### src/csr_defs.svh
`ifndef CSR_DEFS_SVH
`define CSR_DEFS_SVH

// CSR addresses
`define CSR_CRMD        14'h000
`define CSR_PRMD        14'h001
`define CSR_ECFG        14'h004
`define CSR_ESTAT       14'h005
`define CSR_ERA         14'h006
`define CSR_BADV        14'h007
`define CSR_EENTRY      14'h00c
`define CSR_SAVE0       14'h030
`define CSR_SAVE1       14'h031
`define CSR_SAVE2       14'h032
`define CSR_SAVE3       14'h033
`define CSR_TCFG        14'h041
`define CSR_TVAL        14'h042
`define CSR_TICLR       14'h044

// Field positions
`define CRMD_PLV        1:0
`define CRMD_IE         2
`define CRMD_DA         3
`define CRMD_PG         4
`define CRMD_DATF       6:5
`define CRMD_DATM       8:7
`define PRMD_PPLV       1:0
`define PRMD_PIE        2
`define ECFG_LIE        12:0
`define ESTAT_IS_SOFT   1:0
`define ESTAT_IS_HARD   9:2
`define ESTAT_ECODE     21:16
`define ESTAT_ESUBCODE  30:22
`define EENTRY_VA       31:6
`define TCFG_EN         0
`define TCFG_PERIODIC   1
`define TCFG_INITVAL    31:2
`define TICLR_CLR       0

// Timer state after reset
`define CSR_TCFG_RESET  32'h0000_0000
`define CSR_TVAL_RESET  32'h0000_0000

// Interrupt lines
`define CSR_HW_IRQ_NUM  8
`define CSR_IRQ_NUM     13
`define CSR_TI_BIT      11

`endif
### src/csr_reg_pkg.sv
`include "csr_defs.svh"

package csr_reg_pkg;

    // Full register value as seen on the read port
    typedef logic [31:0] csr_data_t;

    // CSR number from the instruction
    typedef logic [13:0] csr_addr_t;

    // Privilege level, 0 is kernel and 3 is user
    typedef logic [1:0] plv_t;

    // ESTAT exception code and subcode
    typedef logic [5:0] ecode_t;
    typedef logic [8:0] esubcode_t;

    // Interrupt status and local enable bits
    typedef logic [`CSR_IRQ_NUM-1:0] irq_vec_t;

    // External interrupt pins
    typedef logic [`CSR_HW_IRQ_NUM-1:0] hw_irq_t;

    // Timer countdown value
    typedef logic [31:0] tval_t;

    // TCFG initial value, two low bits appended on load
    typedef logic [29:0] initval_t;

endpackage

### src/csr_port_pkg.sv
package csr_port_pkg;

    // One CSR write from the pipeline
    typedef struct packed {
        csr_reg_pkg::csr_addr_t addr;
        csr_reg_pkg::csr_data_t data;
    } csr_write_t;

    // Exception report, each part with its own valid flag
    typedef struct packed {
        logic                   code_valid;
        logic                   code_sub;
        csr_reg_pkg::ecode_t    code;
        logic                   era_valid;
        csr_reg_pkg::csr_data_t era;
        logic                   badv_valid;
        csr_reg_pkg::csr_data_t badv;
    } exc_report_t;

    // Write staging FSM
    typedef enum logic [1:0] {
        WR_IDLE,
        WR_PENDING,
        WR_COMMIT
    } wr_state_e;

endpackage

### src/csr_file.sv
`timescale 1ns/1ps

module csr_file (
    input  logic                      clk,
    input  logic                      aresetn,
    input  logic                      wen_in,
    input  csr_port_pkg::csr_write_t  wr_req,
    input  csr_reg_pkg::csr_addr_t    addr_in,
    input  logic                      d_idle,
    input  logic                      exception,
    input  logic                      ertn,
    input  csr_port_pkg::exc_report_t exc,
    input  csr_reg_pkg::hw_irq_t      hardware_interrupt,
    output csr_reg_pkg::csr_data_t    rdata,
    output csr_reg_pkg::csr_data_t    crmd,
    output csr_reg_pkg::csr_data_t    estat,
    output csr_reg_pkg::csr_data_t    era_out,
    output csr_reg_pkg::csr_data_t    eentry,
    output logic                      cpu_interrupt,
    output logic                      idle_over,
    output logic                      wen_csr
);

    logic                     commit;
    csr_port_pkg::csr_write_t commit_req;
    csr_reg_pkg::csr_data_t   prmd;
    csr_reg_pkg::csr_data_t   ecfg;
    csr_reg_pkg::csr_data_t   badv;
    csr_reg_pkg::csr_data_t   tcfg;
    csr_reg_pkg::csr_data_t   tval;
    logic                     timer_irq;

    csr_write_stage u_write_stage (
        .clk        (clk),
        .aresetn    (aresetn),
        .wen_in     (wen_in),
        .wr_req     (wr_req),
        .d_idle     (d_idle),
        .wen_csr    (wen_csr),
        .commit     (commit),
        .commit_req (commit_req)
    );

    csr_mode_regs u_mode_regs (
        .clk                (clk),
        .aresetn            (aresetn),
        .commit             (commit),
        .commit_req         (commit_req),
        .exception          (exception),
        .ertn               (ertn),
        .exc                (exc),
        .hardware_interrupt (hardware_interrupt),
        .timer_irq          (timer_irq),
        .crmd               (crmd),
        .prmd               (prmd),
        .ecfg               (ecfg),
        .estat              (estat),
        .era                (era_out),
        .badv               (badv),
        .eentry             (eentry),
        .cpu_interrupt      (cpu_interrupt),
        .idle_over          (idle_over)
    );

    csr_timer u_timer (
        .clk        (clk),
        .aresetn    (aresetn),
        .commit     (commit),
        .commit_req (commit_req),
        .tcfg       (tcfg),
        .tval       (tval),
        .timer_irq  (timer_irq)
    );

    csr_save_read u_save_read (
        .clk        (clk),
        .aresetn    (aresetn),
        .commit     (commit),
        .commit_req (commit_req),
        .addr_in    (addr_in),
        .crmd       (crmd),
        .prmd       (prmd),
        .ecfg       (ecfg),
        .estat      (estat),
        .era        (era_out),
        .badv       (badv),
        .eentry     (eentry),
        .tcfg       (tcfg),
        .tval       (tval),
        .rdata      (rdata)
    );

endmodule

### src/csr_save_read.sv
`timescale 1ns/1ps
`include "csr_defs.svh"

module csr_save_read (
    input  logic                     clk,
    input  logic                     aresetn,
    input  logic                     commit,
    input  csr_port_pkg::csr_write_t commit_req,
    input  csr_reg_pkg::csr_addr_t   addr_in,
    input  csr_reg_pkg::csr_data_t   crmd,
    input  csr_reg_pkg::csr_data_t   prmd,
    input  csr_reg_pkg::csr_data_t   ecfg,
    input  csr_reg_pkg::csr_data_t   estat,
    input  csr_reg_pkg::csr_data_t   era,
    input  csr_reg_pkg::csr_data_t   badv,
    input  csr_reg_pkg::csr_data_t   eentry,
    input  csr_reg_pkg::csr_data_t   tcfg,
    input  csr_reg_pkg::csr_data_t   tval,
    output csr_reg_pkg::csr_data_t   rdata
);

    csr_reg_pkg::csr_data_t save_q [4];
    logic [3:0]             save_we;

    assign save_we[0] = commit && commit_req.addr == `CSR_SAVE0;
    assign save_we[1] = commit && commit_req.addr == `CSR_SAVE1;
    assign save_we[2] = commit && commit_req.addr == `CSR_SAVE2;
    assign save_we[3] = commit && commit_req.addr == `CSR_SAVE3;

    always_ff @(posedge clk) begin
        for (int i = 0; i < 4; i++) begin
            if (!aresetn) begin
                save_q[i] <= '0;
            end else if (save_we[i]) begin
                save_q[i] <= commit_req.data;
            end
        end
    end

    always_comb begin
        case (addr_in)
            `CSR_CRMD:   rdata = crmd;
            `CSR_PRMD:   rdata = prmd;
            `CSR_ECFG:   rdata = ecfg;
            `CSR_ESTAT:  rdata = estat;
            `CSR_ERA:    rdata = era;
            `CSR_BADV:   rdata = badv;
            `CSR_EENTRY: rdata = eentry;
            `CSR_SAVE0:  rdata = save_q[0];
            `CSR_SAVE1:  rdata = save_q[1];
            `CSR_SAVE2:  rdata = save_q[2];
            `CSR_SAVE3:  rdata = save_q[3];
            `CSR_TCFG:   rdata = tcfg;
            `CSR_TVAL:   rdata = tval;
            // Write-only clear register
            `CSR_TICLR:  rdata = '0;
            default:     rdata = '0;
        endcase
    end

endmodule

### src/csr_timer.sv
`timescale 1ns/1ps
`include "csr_defs.svh"

module csr_timer (
    input  logic                     clk,
    input  logic                     aresetn,
    input  logic                     commit,
    input  csr_port_pkg::csr_write_t commit_req,
    output csr_reg_pkg::csr_data_t   tcfg,
    output csr_reg_pkg::csr_data_t   tval,
    output logic                     timer_irq
);

    logic                   tcfg_en;
    logic                   tcfg_periodic;
    csr_reg_pkg::initval_t  tcfg_initval;
    csr_reg_pkg::tval_t     tval_q;
    logic                   load_q;
    logic                   timeout;
    logic                   ti_q;

    always_ff @(posedge clk) begin
        if (!aresetn) begin
            {tcfg_initval, tcfg_periodic, tcfg_en} <= `CSR_TCFG_RESET;
        end else if (commit && commit_req.addr == `CSR_TCFG) begin
            tcfg_en       <= commit_req.data[`TCFG_EN];
            tcfg_periodic <= commit_req.data[`TCFG_PERIODIC];
            tcfg_initval  <= commit_req.data[`TCFG_INITVAL];
        end
    end

    // Restart one cycle after the new TCFG is in place
    always_ff @(posedge clk) begin
        if (!aresetn) begin
            load_q <= 1'b0;
        end else begin
            load_q <= commit && commit_req.addr == `CSR_TCFG;
        end
    end

    // Initial value carries 01 below it, so initval 0 still fires
    always_ff @(posedge clk) begin
        if (!aresetn) begin
            tval_q <= `CSR_TVAL_RESET;
        end else if (load_q) begin
            tval_q <= {tcfg_initval, 2'b01};
        end else if (tval_q == '0) begin
            if (tcfg_periodic) tval_q <= {tcfg_initval, 2'b01};
        end else if (tcfg_en) begin
            tval_q <= tval_q - 1'b1;
        end
    end

    assign timeout = tcfg_en && !load_q && (tval_q == 32'd1);

    always_ff @(posedge clk) begin
        if (!aresetn) begin
            ti_q <= 1'b0;
        end else if (commit && commit_req.addr == `CSR_TICLR && commit_req.data[`TICLR_CLR]) begin
            ti_q <= 1'b0;
        end else if (timeout) begin
            ti_q <= 1'b1;
        end
    end

    assign tcfg      = {tcfg_initval, tcfg_periodic, tcfg_en};
    assign tval      = tval_q;
    assign timer_irq = ti_q;

endmodule

### src/csr_mode_regs.sv
`timescale 1ns/1ps
`include "csr_defs.svh"

module csr_mode_regs (
    input  logic                      clk,
    input  logic                      aresetn,
    input  logic                      commit,
    input  csr_port_pkg::csr_write_t  commit_req,
    input  logic                      exception,
    input  logic                      ertn,
    input  csr_port_pkg::exc_report_t exc,
    input  csr_reg_pkg::hw_irq_t      hardware_interrupt,
    input  logic                      timer_irq,
    output csr_reg_pkg::csr_data_t    crmd,
    output csr_reg_pkg::csr_data_t    prmd,
    output csr_reg_pkg::csr_data_t    ecfg,
    output csr_reg_pkg::csr_data_t    estat,
    output csr_reg_pkg::csr_data_t    era,
    output csr_reg_pkg::csr_data_t    badv,
    output csr_reg_pkg::csr_data_t    eentry,
    output logic                      cpu_interrupt,
    output logic                      idle_over
);

    csr_reg_pkg::plv_t      crmd_plv;
    logic                   crmd_ie;
    logic                   crmd_da;
    logic                   crmd_pg;
    logic [1:0]             crmd_datf;
    logic [1:0]             crmd_datm;
    csr_reg_pkg::plv_t      prmd_pplv;
    logic                   prmd_pie;
    csr_reg_pkg::irq_vec_t  ecfg_lie;
    logic [1:0]             estat_is_soft;
    csr_reg_pkg::ecode_t    estat_ecode;
    csr_reg_pkg::esubcode_t estat_esubcode;
    csr_reg_pkg::csr_data_t era_q;
    csr_reg_pkg::csr_data_t badv_q;
    logic [25:0]            eentry_va;
    csr_reg_pkg::irq_vec_t  estat_is;
    csr_reg_pkg::csr_data_t wdata;
    logic                   pg_new;
    logic                   da_new;

    assign wdata  = commit_req.data;
    assign pg_new = wdata[`CRMD_PG];
    assign da_new = wdata[`CRMD_DA];

    always_ff @(posedge clk) begin
        if (!aresetn) begin
            crmd_plv  <= '0;
            crmd_ie   <= 1'b0;
            crmd_da   <= 1'b1;
            crmd_pg   <= 1'b0;
            crmd_datf <= 2'd1;
            crmd_datm <= 2'd1;
        end else if (ertn) begin
            crmd_plv <= prmd_pplv;
            crmd_ie  <= prmd_pie;
        end else if (exception) begin
            crmd_plv <= '0;
            crmd_ie  <= 1'b0;
        end else if (commit && commit_req.addr == `CSR_CRMD) begin
            crmd_plv  <= wdata[`CRMD_PLV];
            crmd_ie   <= wdata[`CRMD_IE];
            crmd_datf <= wdata[`CRMD_DATF];
            crmd_datm <= wdata[`CRMD_DATM];
            // PG and DA must stay one-hot
            if (pg_new ^ da_new) begin
                crmd_pg <= pg_new;
                crmd_da <= da_new;
            end
        end
    end

    always_ff @(posedge clk) begin
        if (!aresetn) begin
            prmd_pplv <= '0;
            prmd_pie  <= 1'b0;
        end else if (exception) begin
            prmd_pplv <= crmd_plv;
            prmd_pie  <= crmd_ie;
        end else if (commit && commit_req.addr == `CSR_PRMD) begin
            prmd_pplv <= wdata[`PRMD_PPLV];
            prmd_pie  <= wdata[`PRMD_PIE];
        end
    end

    always_ff @(posedge clk) begin
        if (!aresetn) begin
            ecfg_lie      <= '0;
            estat_is_soft <= '0;
            eentry_va     <= '0;
        end else if (commit) begin
            if (commit_req.addr == `CSR_ECFG) ecfg_lie <= wdata[`ECFG_LIE];
            if (commit_req.addr == `CSR_ESTAT) estat_is_soft <= wdata[`ESTAT_IS_SOFT];
            if (commit_req.addr == `CSR_EENTRY) eentry_va <= wdata[`EENTRY_VA];
        end
    end

    // Report fields beat a CPU write to the same register
    always_ff @(posedge clk) begin
        if (!aresetn) begin
            estat_ecode    <= '0;
            estat_esubcode <= '0;
            era_q          <= '0;
            badv_q         <= '0;
        end else begin
            if (exc.code_valid) begin
                estat_ecode    <= exc.code;
                estat_esubcode <= (exc.code == '0) ? '0 : {8'b0, exc.code_sub};
            end
            if (exc.era_valid) begin
                era_q <= exc.era;
            end else if (commit && commit_req.addr == `CSR_ERA) begin
                era_q <= wdata;
            end
            if (exc.badv_valid) begin
                badv_q <= exc.badv;
            end else if (commit && commit_req.addr == `CSR_BADV) begin
                badv_q <= wdata;
            end
        end
    end

    // Pending lines, IPI stays zero
    always_comb begin
        estat_is = '0;
        estat_is[`ESTAT_IS_SOFT] = estat_is_soft;
        estat_is[`ESTAT_IS_HARD] = hardware_interrupt;
        estat_is[`CSR_TI_BIT]    = timer_irq;
    end

    always_comb begin
        crmd = '0;
        crmd[`CRMD_PLV]  = crmd_plv;
        crmd[`CRMD_IE]   = crmd_ie;
        crmd[`CRMD_DA]   = crmd_da;
        crmd[`CRMD_PG]   = crmd_pg;
        crmd[`CRMD_DATF] = crmd_datf;
        crmd[`CRMD_DATM] = crmd_datm;
        prmd = '0;
        prmd[`PRMD_PPLV] = prmd_pplv;
        prmd[`PRMD_PIE]  = prmd_pie;
        ecfg = '0;
        ecfg[`ECFG_LIE]  = ecfg_lie;
        estat = '0;
        estat[`CSR_IRQ_NUM-1:0] = estat_is;
        estat[`ESTAT_ECODE]     = estat_ecode;
        estat[`ESTAT_ESUBCODE]  = estat_esubcode;
        eentry = '0;
        eentry[`EENTRY_VA] = eentry_va;
    end

    assign era           = era_q;
    assign badv          = badv_q;
    assign cpu_interrupt = crmd_ie && |(ecfg_lie & estat_is);
    // Any pending line ends idle, enabled or not
    assign idle_over     = |estat_is;

endmodule

### src/csr_write_stage.sv
`timescale 1ns/1ps

module csr_write_stage (
    input  logic                    clk,
    input  logic                    aresetn,
    input  logic                    wen_in,
    input  csr_port_pkg::csr_write_t wr_req,
    input  logic                    d_idle,
    output logic                    wen_csr,
    output logic                    commit,
    output csr_port_pkg::csr_write_t commit_req
);

    csr_port_pkg::wr_state_e state;
    csr_port_pkg::wr_state_e state_next;
    csr_port_pkg::csr_write_t req_q;

    // Latest request wins, also while an older one waits
    always_ff @(posedge clk) begin
        if (wen_in) begin
            req_q <= wr_req;
        end
    end

    always_comb begin
        state_next = state;
        case (state)
            csr_port_pkg::WR_IDLE: begin
                if (wen_in) begin
                    state_next = csr_port_pkg::WR_PENDING;
                end
            end
            csr_port_pkg::WR_PENDING: begin
                if (d_idle) begin
                    state_next = csr_port_pkg::WR_COMMIT;
                end
            end
            csr_port_pkg::WR_COMMIT: begin
                // A request arriving now becomes the next pending one
                state_next = wen_in ? csr_port_pkg::WR_PENDING : csr_port_pkg::WR_IDLE;
            end
            default: state_next = csr_port_pkg::WR_IDLE;
        endcase
    end

    always_ff @(posedge clk) begin
        if (!aresetn) begin
            state <= csr_port_pkg::WR_IDLE;
        end else begin
            state <= state_next;
        end
    end

    assign wen_csr    = (state == csr_port_pkg::WR_PENDING) && d_idle;
    assign commit     = (state == csr_port_pkg::WR_COMMIT);
    assign commit_req = req_q;

endmodule

### config.mk
export PLATFORM = sky130hd
export DESIGN_NAME = csr_file
export DESIGN_NICKNAME = d
export VERILOG_FILES = /design/src/csr_reg_pkg.sv /design/src/csr_port_pkg.sv /design/src/csr_file.sv /design/src/csr_save_read.sv /design/src/csr_timer.sv /design/src/csr_mode_regs.sv /design/src/csr_write_stage.sv
export VERILOG_INCLUDE_DIRS = /design/src /design/src/src
export SDC_FILE = /design/constraint.sdc
export NUM_CORES = 1
export LEC_CHECK = 0
export ABC_AREA = 1
export BUFFER_PORTS_ARGS = -buffer_cell sky130_fd_sc_hd__buf_2
export CELL_PAD_IN_SITES_DETAIL_PLACEMENT = 0
export CELL_PAD_IN_SITES_GLOBAL_PLACEMENT = 1
export CORE_MARGIN = 2
export CORE_UTILIZATION = 35
export CTS_BUF_LIST = sky130_fd_sc_hd__clkbuf_2 sky130_fd_sc_hd__clkbuf_4 sky130_fd_sc_hd__clkbuf_8
export CTS_CLUSTER_SIZE = 10
export DETAILED_ROUTE_END_ITERATION = 8
export GPL_TIMING_DRIVEN = 0
export PLACE_DENSITY_LB_ADDON = 0.1
export SETUP_SLACK_MARGIN = 0.15
export SLEW_MARGIN = 20
export SYNTH_ARGS = -nofsm -noshare
export SYNTH_HDL_FRONTEND = slang
export SYNTH_SLANG_ARGS = --single-unit
### constraint.sdc
create_clock -name clk -period 3.1 [get_ports clk]
set_clock_uncertainty 0.15 [all_clocks]
set_input_delay 0.465 -clock clk [delete_from_list [all_inputs] [get_ports clk]]
set_output_delay 0.465 -clock clk [all_outputs]
set_load 0.01 [all_outputs]
==> results of run 1 <==
[layout by cell type (no fill, tap or decap), types with 10 or more instances in the layout]
cell type / synthesis / final
dfxtp_1: 192 / 192
buf_2: 24 / 281
clkbuf_2: 0 / 11
nand2_1: 411 / 406
dlygate4sd3_1: 0 / 57
clkbuf_1: 99 / 72
nand3_1: 260 / 256
conb_1: 1 / 43
nor2_2: 20 / 25
nor2_4: 5 / 10
nor2_1: 325 / 315
o21ai_0: 211 / 211
o21ai_1: 36 / 36
inv_1: 190 / 189
edfxtp_1: 174 / 174
nand4_1: 48 / 48
buf_4: 56 / 70
xor2_1: 13 / 13
clkbuf_4: 0 / 41
a21oi_1: 171 / 171
clkbuf_8: 0 / 83
[sequential cells by signal, summed over array words and instances (netlist names), 2 cells and up]
signal                     count
u_save_read.save_q           128
u_mode_regs.ecfg_lie          13
u_mode_regs.estat_ecode        6
u_timer.tval                  32
u_mode_regs.estat_is_soft      2
u_write_stage.state            2
u_timer.tcfg_initval          30
u_mode_regs.prmd_pplv          2
u_mode_regs.crmd_datm          2
u_write_stage.commit_req      46
u_mode_regs.crmd_datf          2
u_mode_regs.eentry_va         26
u_mode_regs.badv              32
u_mode_regs.crmd_plv           2
u_mode_regs.era               32
[how the worst min path moves through the flow]
| stage | start | slack, ns | to | cells past startpoint |
|---|---|---|---|---|
| floorplan | u_write_stage.state[1] | 0.27 | u_write_stage.state[1] | 1 |
| global placement | u_write_stage.state[1] | 0.28 | u_write_stage.state[1] | 1 |
| detailed placement | u_write_stage.state[1] | 0.30 | u_write_stage.state[1] | 1 |
| CTS | exc[56] | 0.01 | u_mode_regs.era[23] | 5 |
| global route | exc[57] | 0.07 | u_mode_regs.era[24] | 5 |
| finish | exc[60] | 0.05 | u_mode_regs.era[27] | 5 |
[cell type report]
| cell class | count | share of cell area (%) |
|---|---|---|
| antenna | 1 | 0.0110 |
| clock buffer | 107 | 5.79 |
| buffer | 195 | 4.95 |
| clock inverter | 18 | 0.619 |
| timing repair buffer | 328 | 8.85 |
| multi-input combinational | 1609 | 33.2 |
| inverter | 192 | 3.19 |
| tap | 680 | 3.72 |
| sequential | 366 | 39.7 |
[kinds of logic (layout without fill, tap and decap cells)]
kind of cell,Yosys count,count (layout),synth area share [%]
adder cells (fa/ha/maj),3,3,0.208
other,1,44,0.0207
AND/OR/NAND/NOR,1093,1093,26.1
AO/OA/AOI/OAI,457,457,13.2
XOR/XNOR,13,13,0.630
flip-flops,366,366,50.1
buffers and inverters,387,840,9.65
[worst min-delay path: cells and delay by family]
kind / cells / cell delay, ns
simple gates: 2 / 0.10
buf+inv: 1 / 0.08
compound gates: 2 / 0.16
[repair_timing]
action,4_1_cts,5_1_grt
buffers inserted,4,0
endpoints found under the hold margin,55,0
setup endpoints to repair,32,68
gates cloned,0,0
hold buffers,57,0
resized for setup,55,58
pin swaps,2,1
[through the flow]
stage	hold slack [ns]	utilization, %	cells	power (W)	worst slack (ns)
finish	0.0541	44.6	3496	0.0114	0.123
CTS	0.0124	44.4	3495	0.0115	0.130
floorplan	0.273	-	2362	0.00583	0.716
detailed placement	0.296	40.1	3309	0.00634	-0.723
global route	0.0694	44.6	3495	0.0118	0.119
global placement	0.282	39.9	3305	0.00631	-1.21
[power groups by stage]
stage	Clock [W]	Combinational [W]	Sequential, W
6_report	0.00511	0.000919	0.00540
5_1_grt	0.00538	0.000995	0.00541
4_1_cts	0.00519	0.000904	0.00539
3_5_place_dp	0	0.000840	0.00550
3_3_place_gp	0	0.000815	0.00550
2_1_floorplan	0	0.000409	0.00542
[routing by layer]
| layer | global-route usage (%) | share of wire [%] | wire length [µm] |
|---|---|---|---|
| met4 | 12.5 | 3.8 | 3200 |
| met3 | 4.58 | 7.9 | 6670 |
| met1 | 42.4 | 43 | 36600 |
| met5 | 0 | 0 | 0 |
| met2 | 49.4 | 45 | 37800 |
==> impl_metrics.env, run 1 <==
export IMPL_outcome="finished, final reports clean"
export IMPL_dpl_hpwl_um=64300
export IMPL_seq_area_mm2=0.00907
export IMPL_overflow=0
export IMPL_finalCriticalPeriod_ns=2.98
export IMPL_ant_nets=0
export IMPL_p_sw_w=0.00301
export IMPL_multi_input_area_mm2=0.00757
export IMPL_port_buffer_count=263
export IMPL_core_mm2=0.0512
export IMPL_grt_max_degree=48
export IMPL_r2r_end="u_mode_regs.eentry_va[24]"
export IMPL_grt_pass1_vias=17550
export IMPL_drtPass1Iterations=6
export IMPL_drive_gt1_share_pct=20.7
export IMPL_async_flop_share_pct=0
export IMPL_area_delta_synth_final_pct=26.3
export IMPL_worst_path_max_delay_cell="buf_2"
export IMPL_drc_errors=0
export IMPL_cp_end_kind="output pin"
export IMPL_netlist_area_leader_share_pct=28.9
export IMPL_clock_latency_ns=0.65
export IMPL_slew_violations=0
export IMPL_ys_seq_area_share_pct=50.1
export IMPL_htreeDepth=3
export IMPL_startpoint="addr_in[11]"
export IMPL_hold_viol_final=0
export IMPL_fin_nets=2912
export IMPL_wl_per_cell_um=24.1
export IMPL_comb_power_share_pct=8.0
export IMPL_timing_worst_slew_pin_value_ns=1.04
export IMPL_syn_area_mm2=0.0181
export IMPL_synth_distinct_cells=42
export IMPL_vias=18427
export IMPL_yosysWarnings=0
export IMPL_syn_inst=2320
export IMPL_drt_iter0_markers=1786
export IMPL_max_cap_violations=0
export IMPL_fp_dieArea_mm2=0.0535
export IMPL_p_per_area_mw_per_mm2=500
export IMPL_internal_power_w=0.00842
export IMPL_fin_tns_setup_ns=0
export IMPL_fillers=5398
export IMPL_yosysTopAreaCell="edfxtp_1"
export IMPL_r2r_slack_ns=0.32
export IMPL_fp_dieW_um=231
export IMPL_clock_root_buffer="clkbuf_8"
export IMPL_crit_family="simple AND/OR/NAND/NOR gates"
export IMPL_worstSetupPathType="primary input to output pin"
export IMPL_netSwitchingFraction_pct=26.3
export IMPL_via_per_inst=5.27
export IMPL_cts_max_path_buffers=3
export IMPL_min_period_over_period_pct=96.0
export IMPL_cpPeakStageDelay_ns=0.33
export IMPL_crit_top_cell="buf_2"
export IMPL_critPathLaunchType="primary input"
export IMPL_die_h_um=231
export IMPL_max_freq_mhz=336
export IMPL_cts_tree="yes"
export IMPL_ys_seq_elements=366
export IMPL_wirelength_um=84300
export IMPL_ir_worst_vdd_mv=0.307
export IMPL_cp_max_fo=10
export IMPL_antenna_found_initial=2
export IMPL_grt_usage_pct=31.1
export IMPL_cp_depth=10
export IMPL_stdcell_area_mm2=0.0228
export IMPL_synth_common_cells="nand2_1 (411), nor2_1 (325), nand3_1 (260)"
export IMPL_syn_avg_cell_area_um2=7.79
export IMPL_cellLeakagePower_nw=10.0
export IMPL_synth_ff_type="dfxtp_1"
export IMPL_numCtsBuffers=69
export IMPL_seqPwrFrac_pct=47.2
export IMPL_crit_buf_inv=3
export IMPL_yosysMostFrequentCell="nand2_1"
export IMPL_cts_sinks=366
export IMPL_initial_core_util_pct=35.3
export IMPL_rsz0062_at_grt="true"
export IMPL_crit_path_end="rdata[10]"
export IMPL_cp_arrival_ns=2.36
export IMPL_reg2regPathDepth=7
export IMPL_num_io_pins=311
export IMPL_place_area_mm2=0.0205
export IMPL_rows=83
export IMPL_crit_required_ns=2.48
export IMPL_reg2reg_from="u_write_stage.commit_req[43]"
export IMPL_worst_slew_margin_rel_pct=30.8
export IMPL_grt_pass1_wl_um=120000
export IMPL_hold_class="primary input to flip-flop"
export IMPL_synth_edf_count=174
export IMPL_power_frac_clock_pct=44.7
export IMPL_gp_congestion=0.944
export IMPL_setup_viol=0
export IMPL_worstPathCellList="buf_2 > nor2_1 > nand3_2 > nor2_2 > nand3_2 > buf_2 > o22ai_1 > nor2_1 > nand4_1 > buf_2"
export IMPL_synth_area_leaders="edfxtp_1 (29%), dfxtp_1 (21%), nand2_1 (8.5%), nand3_1 (7.2%), nor2_1 (6.7%)"
export IMPL_path_clk_slew_ns=0.06
(Power assumes the default switching activity.)
==> run 2, diff against run 1 <==
==> constraint.sdc (replaced) <==
create_clock -name clk -period 3.18 [get_ports clk]
set_clock_uncertainty 0.15 [all_clocks]
set_input_delay 0.477 -clock clk [delete_from_list [all_inputs] [get_ports clk]]
set_output_delay 0.477 -clock clk [all_outputs]
set_load 0.01 [all_outputs]
==> run 2 against run 1 <==
Flip-flop and latch count unchanged. First-iteration DRC count is 0.95% lower. Combinational power decreased by 2.6%. Global-route usage about the same. Die area unchanged. Utilization is 0.11 points lower. Power is 2.5% lower. Wire length about the same. Highest routed layer is now met5. Critical endpoint is now rdata[24]. Via count hardly changed. Sequential power shrank 3%. Sequential share of layout area rose by 0.096 points. Cell area down 0.24%.
==> impl_metrics.env, run 2 (synthesis gave the netlist of run 1 again) <==
export IMPL_drt_iter0_markers=1769
export IMPL_area_delta_synth_final_pct=26.0
export IMPL_fp_dieArea_mm2=0.0535
export IMPL_slew_violations=0
export IMPL_min_period_over_period_pct=94.1
export IMPL_setup_viol=0
export IMPL_grt_pass1_wl_um=120000
export IMPL_critPathLaunchType="primary input"
export IMPL_final_core_util_pct=44.5
export IMPL_via_per_inst=5.27
export IMPL_gp_congestion=0.944
export IMPL_rows=83
export IMPL_dpl_hpwl_um=64300
export IMPL_clock_root_buffer="clkbuf_8"
export IMPL_drtPass1Iterations=6
export IMPL_grt_pass1_vias=17565
export IMPL_cts_sinks=366
export IMPL_fin_nets=2912
export IMPL_layout_common_cells="nand2_1 (406), nor2_1 (315), buf_2 (283)"
export IMPL_max_freq_mhz=334
export IMPL_overflow=0
export IMPL_rsz0062_at_grt="true"
export IMPL_fillers=5406
export IMPL_wl_per_cell_um=24.1
export IMPL_hold_ws_ns=0.0582
export IMPL_die_h_um=231
export IMPL_num_io_pins=311
export IMPL_fp_dieW_um=231
export IMPL_crit_required_ns=2.55
export IMPL_core_mm2=0.0512
export IMPL_ir_worst_vdd_mv=0.296
export IMPL_htreeDepth=3
export IMPL_worst_slack_ns=0.186
export IMPL_drive_gt1_share_pct=20.4
export IMPL_cts_max_path_buffers=3
export IMPL_max_cap_violations=0
export IMPL_worstSetupPathType="primary input to output pin"
export IMPL_p_per_area_mw_per_mm2=489
export IMPL_cp_max_fo=10
export IMPL_path_clk_slew_ns=0.06
export IMPL_port_buffer_count=263
export IMPL_ant_nets=0
export IMPL_hold_class="primary input to flip-flop"
export IMPL_timing_worst_slew_pin_value_ns=1.06
export IMPL_grt_usage_pct=31.1
export IMPL_outcome="finished, final reports clean"
export IMPL_hold_viol_final=0
export IMPL_grt_max_degree=48
export IMPL_antenna_found_initial=2
export IMPL_cts_tree="yes"
export IMPL_cp_arrival_ns=2.37
export IMPL_largest_register="u_save_read.save_q"
export IMPL_dp_slack_ns=-0.667
export IMPL_initial_core_util_pct=35.3
export IMPL_cellLeakagePower_nw=10.0
export IMPL_cp_end_kind="output pin"
export IMPL_largest_reg_flops=128
export IMPL_worst_slew_margin_rel_pct=29.4
export IMPL_clock_latency_ns=0.66
export IMPL_fin_tns_setup_ns=0
export IMPL_mostFrequentLayoutCell="nand2_1"
export IMPL_finalCriticalPeriod_ns=2.99
export IMPL_numCtsBuffers=69
export IMPL_wirelength_um=84200
export IMPL_vias=18440
export IMPL_drc_errors=0
run 2: changes by cell type in the layout (fill, tap and decap cells not counted), sizes merged:
cell,previous run,this run
buf,366,361
clkbuf,207,212
clkinvlp,4,3
inv,192,193
run 2: layer usage:
metal	global-route usage, %	vias up	wire length, µm
met5	0	-	19
met4	12.6	2	3290
met3	4.75	147	6210
met2	49.5	850	37700
met1	42.2	8886	37000
li1	-	8555	-
run 2: layout make-up:
class	instances	area, µm²	share of cell area, %
Timing Repair Buffer	328	2020	8.87
Multi-Input combinational cell	1609	7540	33.1
Buffer	195	1120	4.90
Inverter	192	726	3.18
Clock inverter	18	141	0.620
Clock buffer	107	1320	5.80
Antenna cell	1	2.50	0.0110
Sequential cell	366	9070	39.8
Tap cell	680	851	3.73
run 2: worst paths after layout:
kind	from	end	slack (ns)	cells past startpoint
hold reg to reg	u_write_stage.state[1]	u_write_stage.state[1]	0.30	1
setup / recovery	addr_in[11]	rdata[24]	0.19	10
setup reg to reg	u_write_stage.commit_req[43]	u_mode_regs.eentry_va[24]	0.39	7
hold / removal	exc[60]	u_mode_regs.era[27]	0.06	5
run 2: what timing repair did:
action                                 CTS  global route
pin swaps                                2             1
setup endpoints to repair               32            32
endpoints found under the hold margin   55             0
buffers inserted                         4             0
hold buffers                            57             0
gates resized for setup                 46            46
run 2: per-stage QoR:
stage               cells  area, µm²  power, W
floorplan            2362      18200   0.00568
global route         3495      22800    0.0115
detailed placement   3309      20500   0.00618
global placement     3305      20400   0.00615
CTS                  3495      22700    0.0112
finish               3496      22800    0.0111
run 2: report_power, final:
group	internal [W]	switching [W]	total, W
clock	0.00281	0.00218	0.00498
combinational	0.000300	0.000595	0.000895
sequential	0.00510	0.000160	0.00526
run 2: critical path, stage by stage:
cell and delay, ns:
buf_2 0.10, nor2_1 0.13, nand3_2 0.18, nor2_2 0.22, nand3_2 0.23, buf_2 0.31, o22ai_1 0.39, nor2_1 0.09
nand2_1 0.11, buf_2 0.14
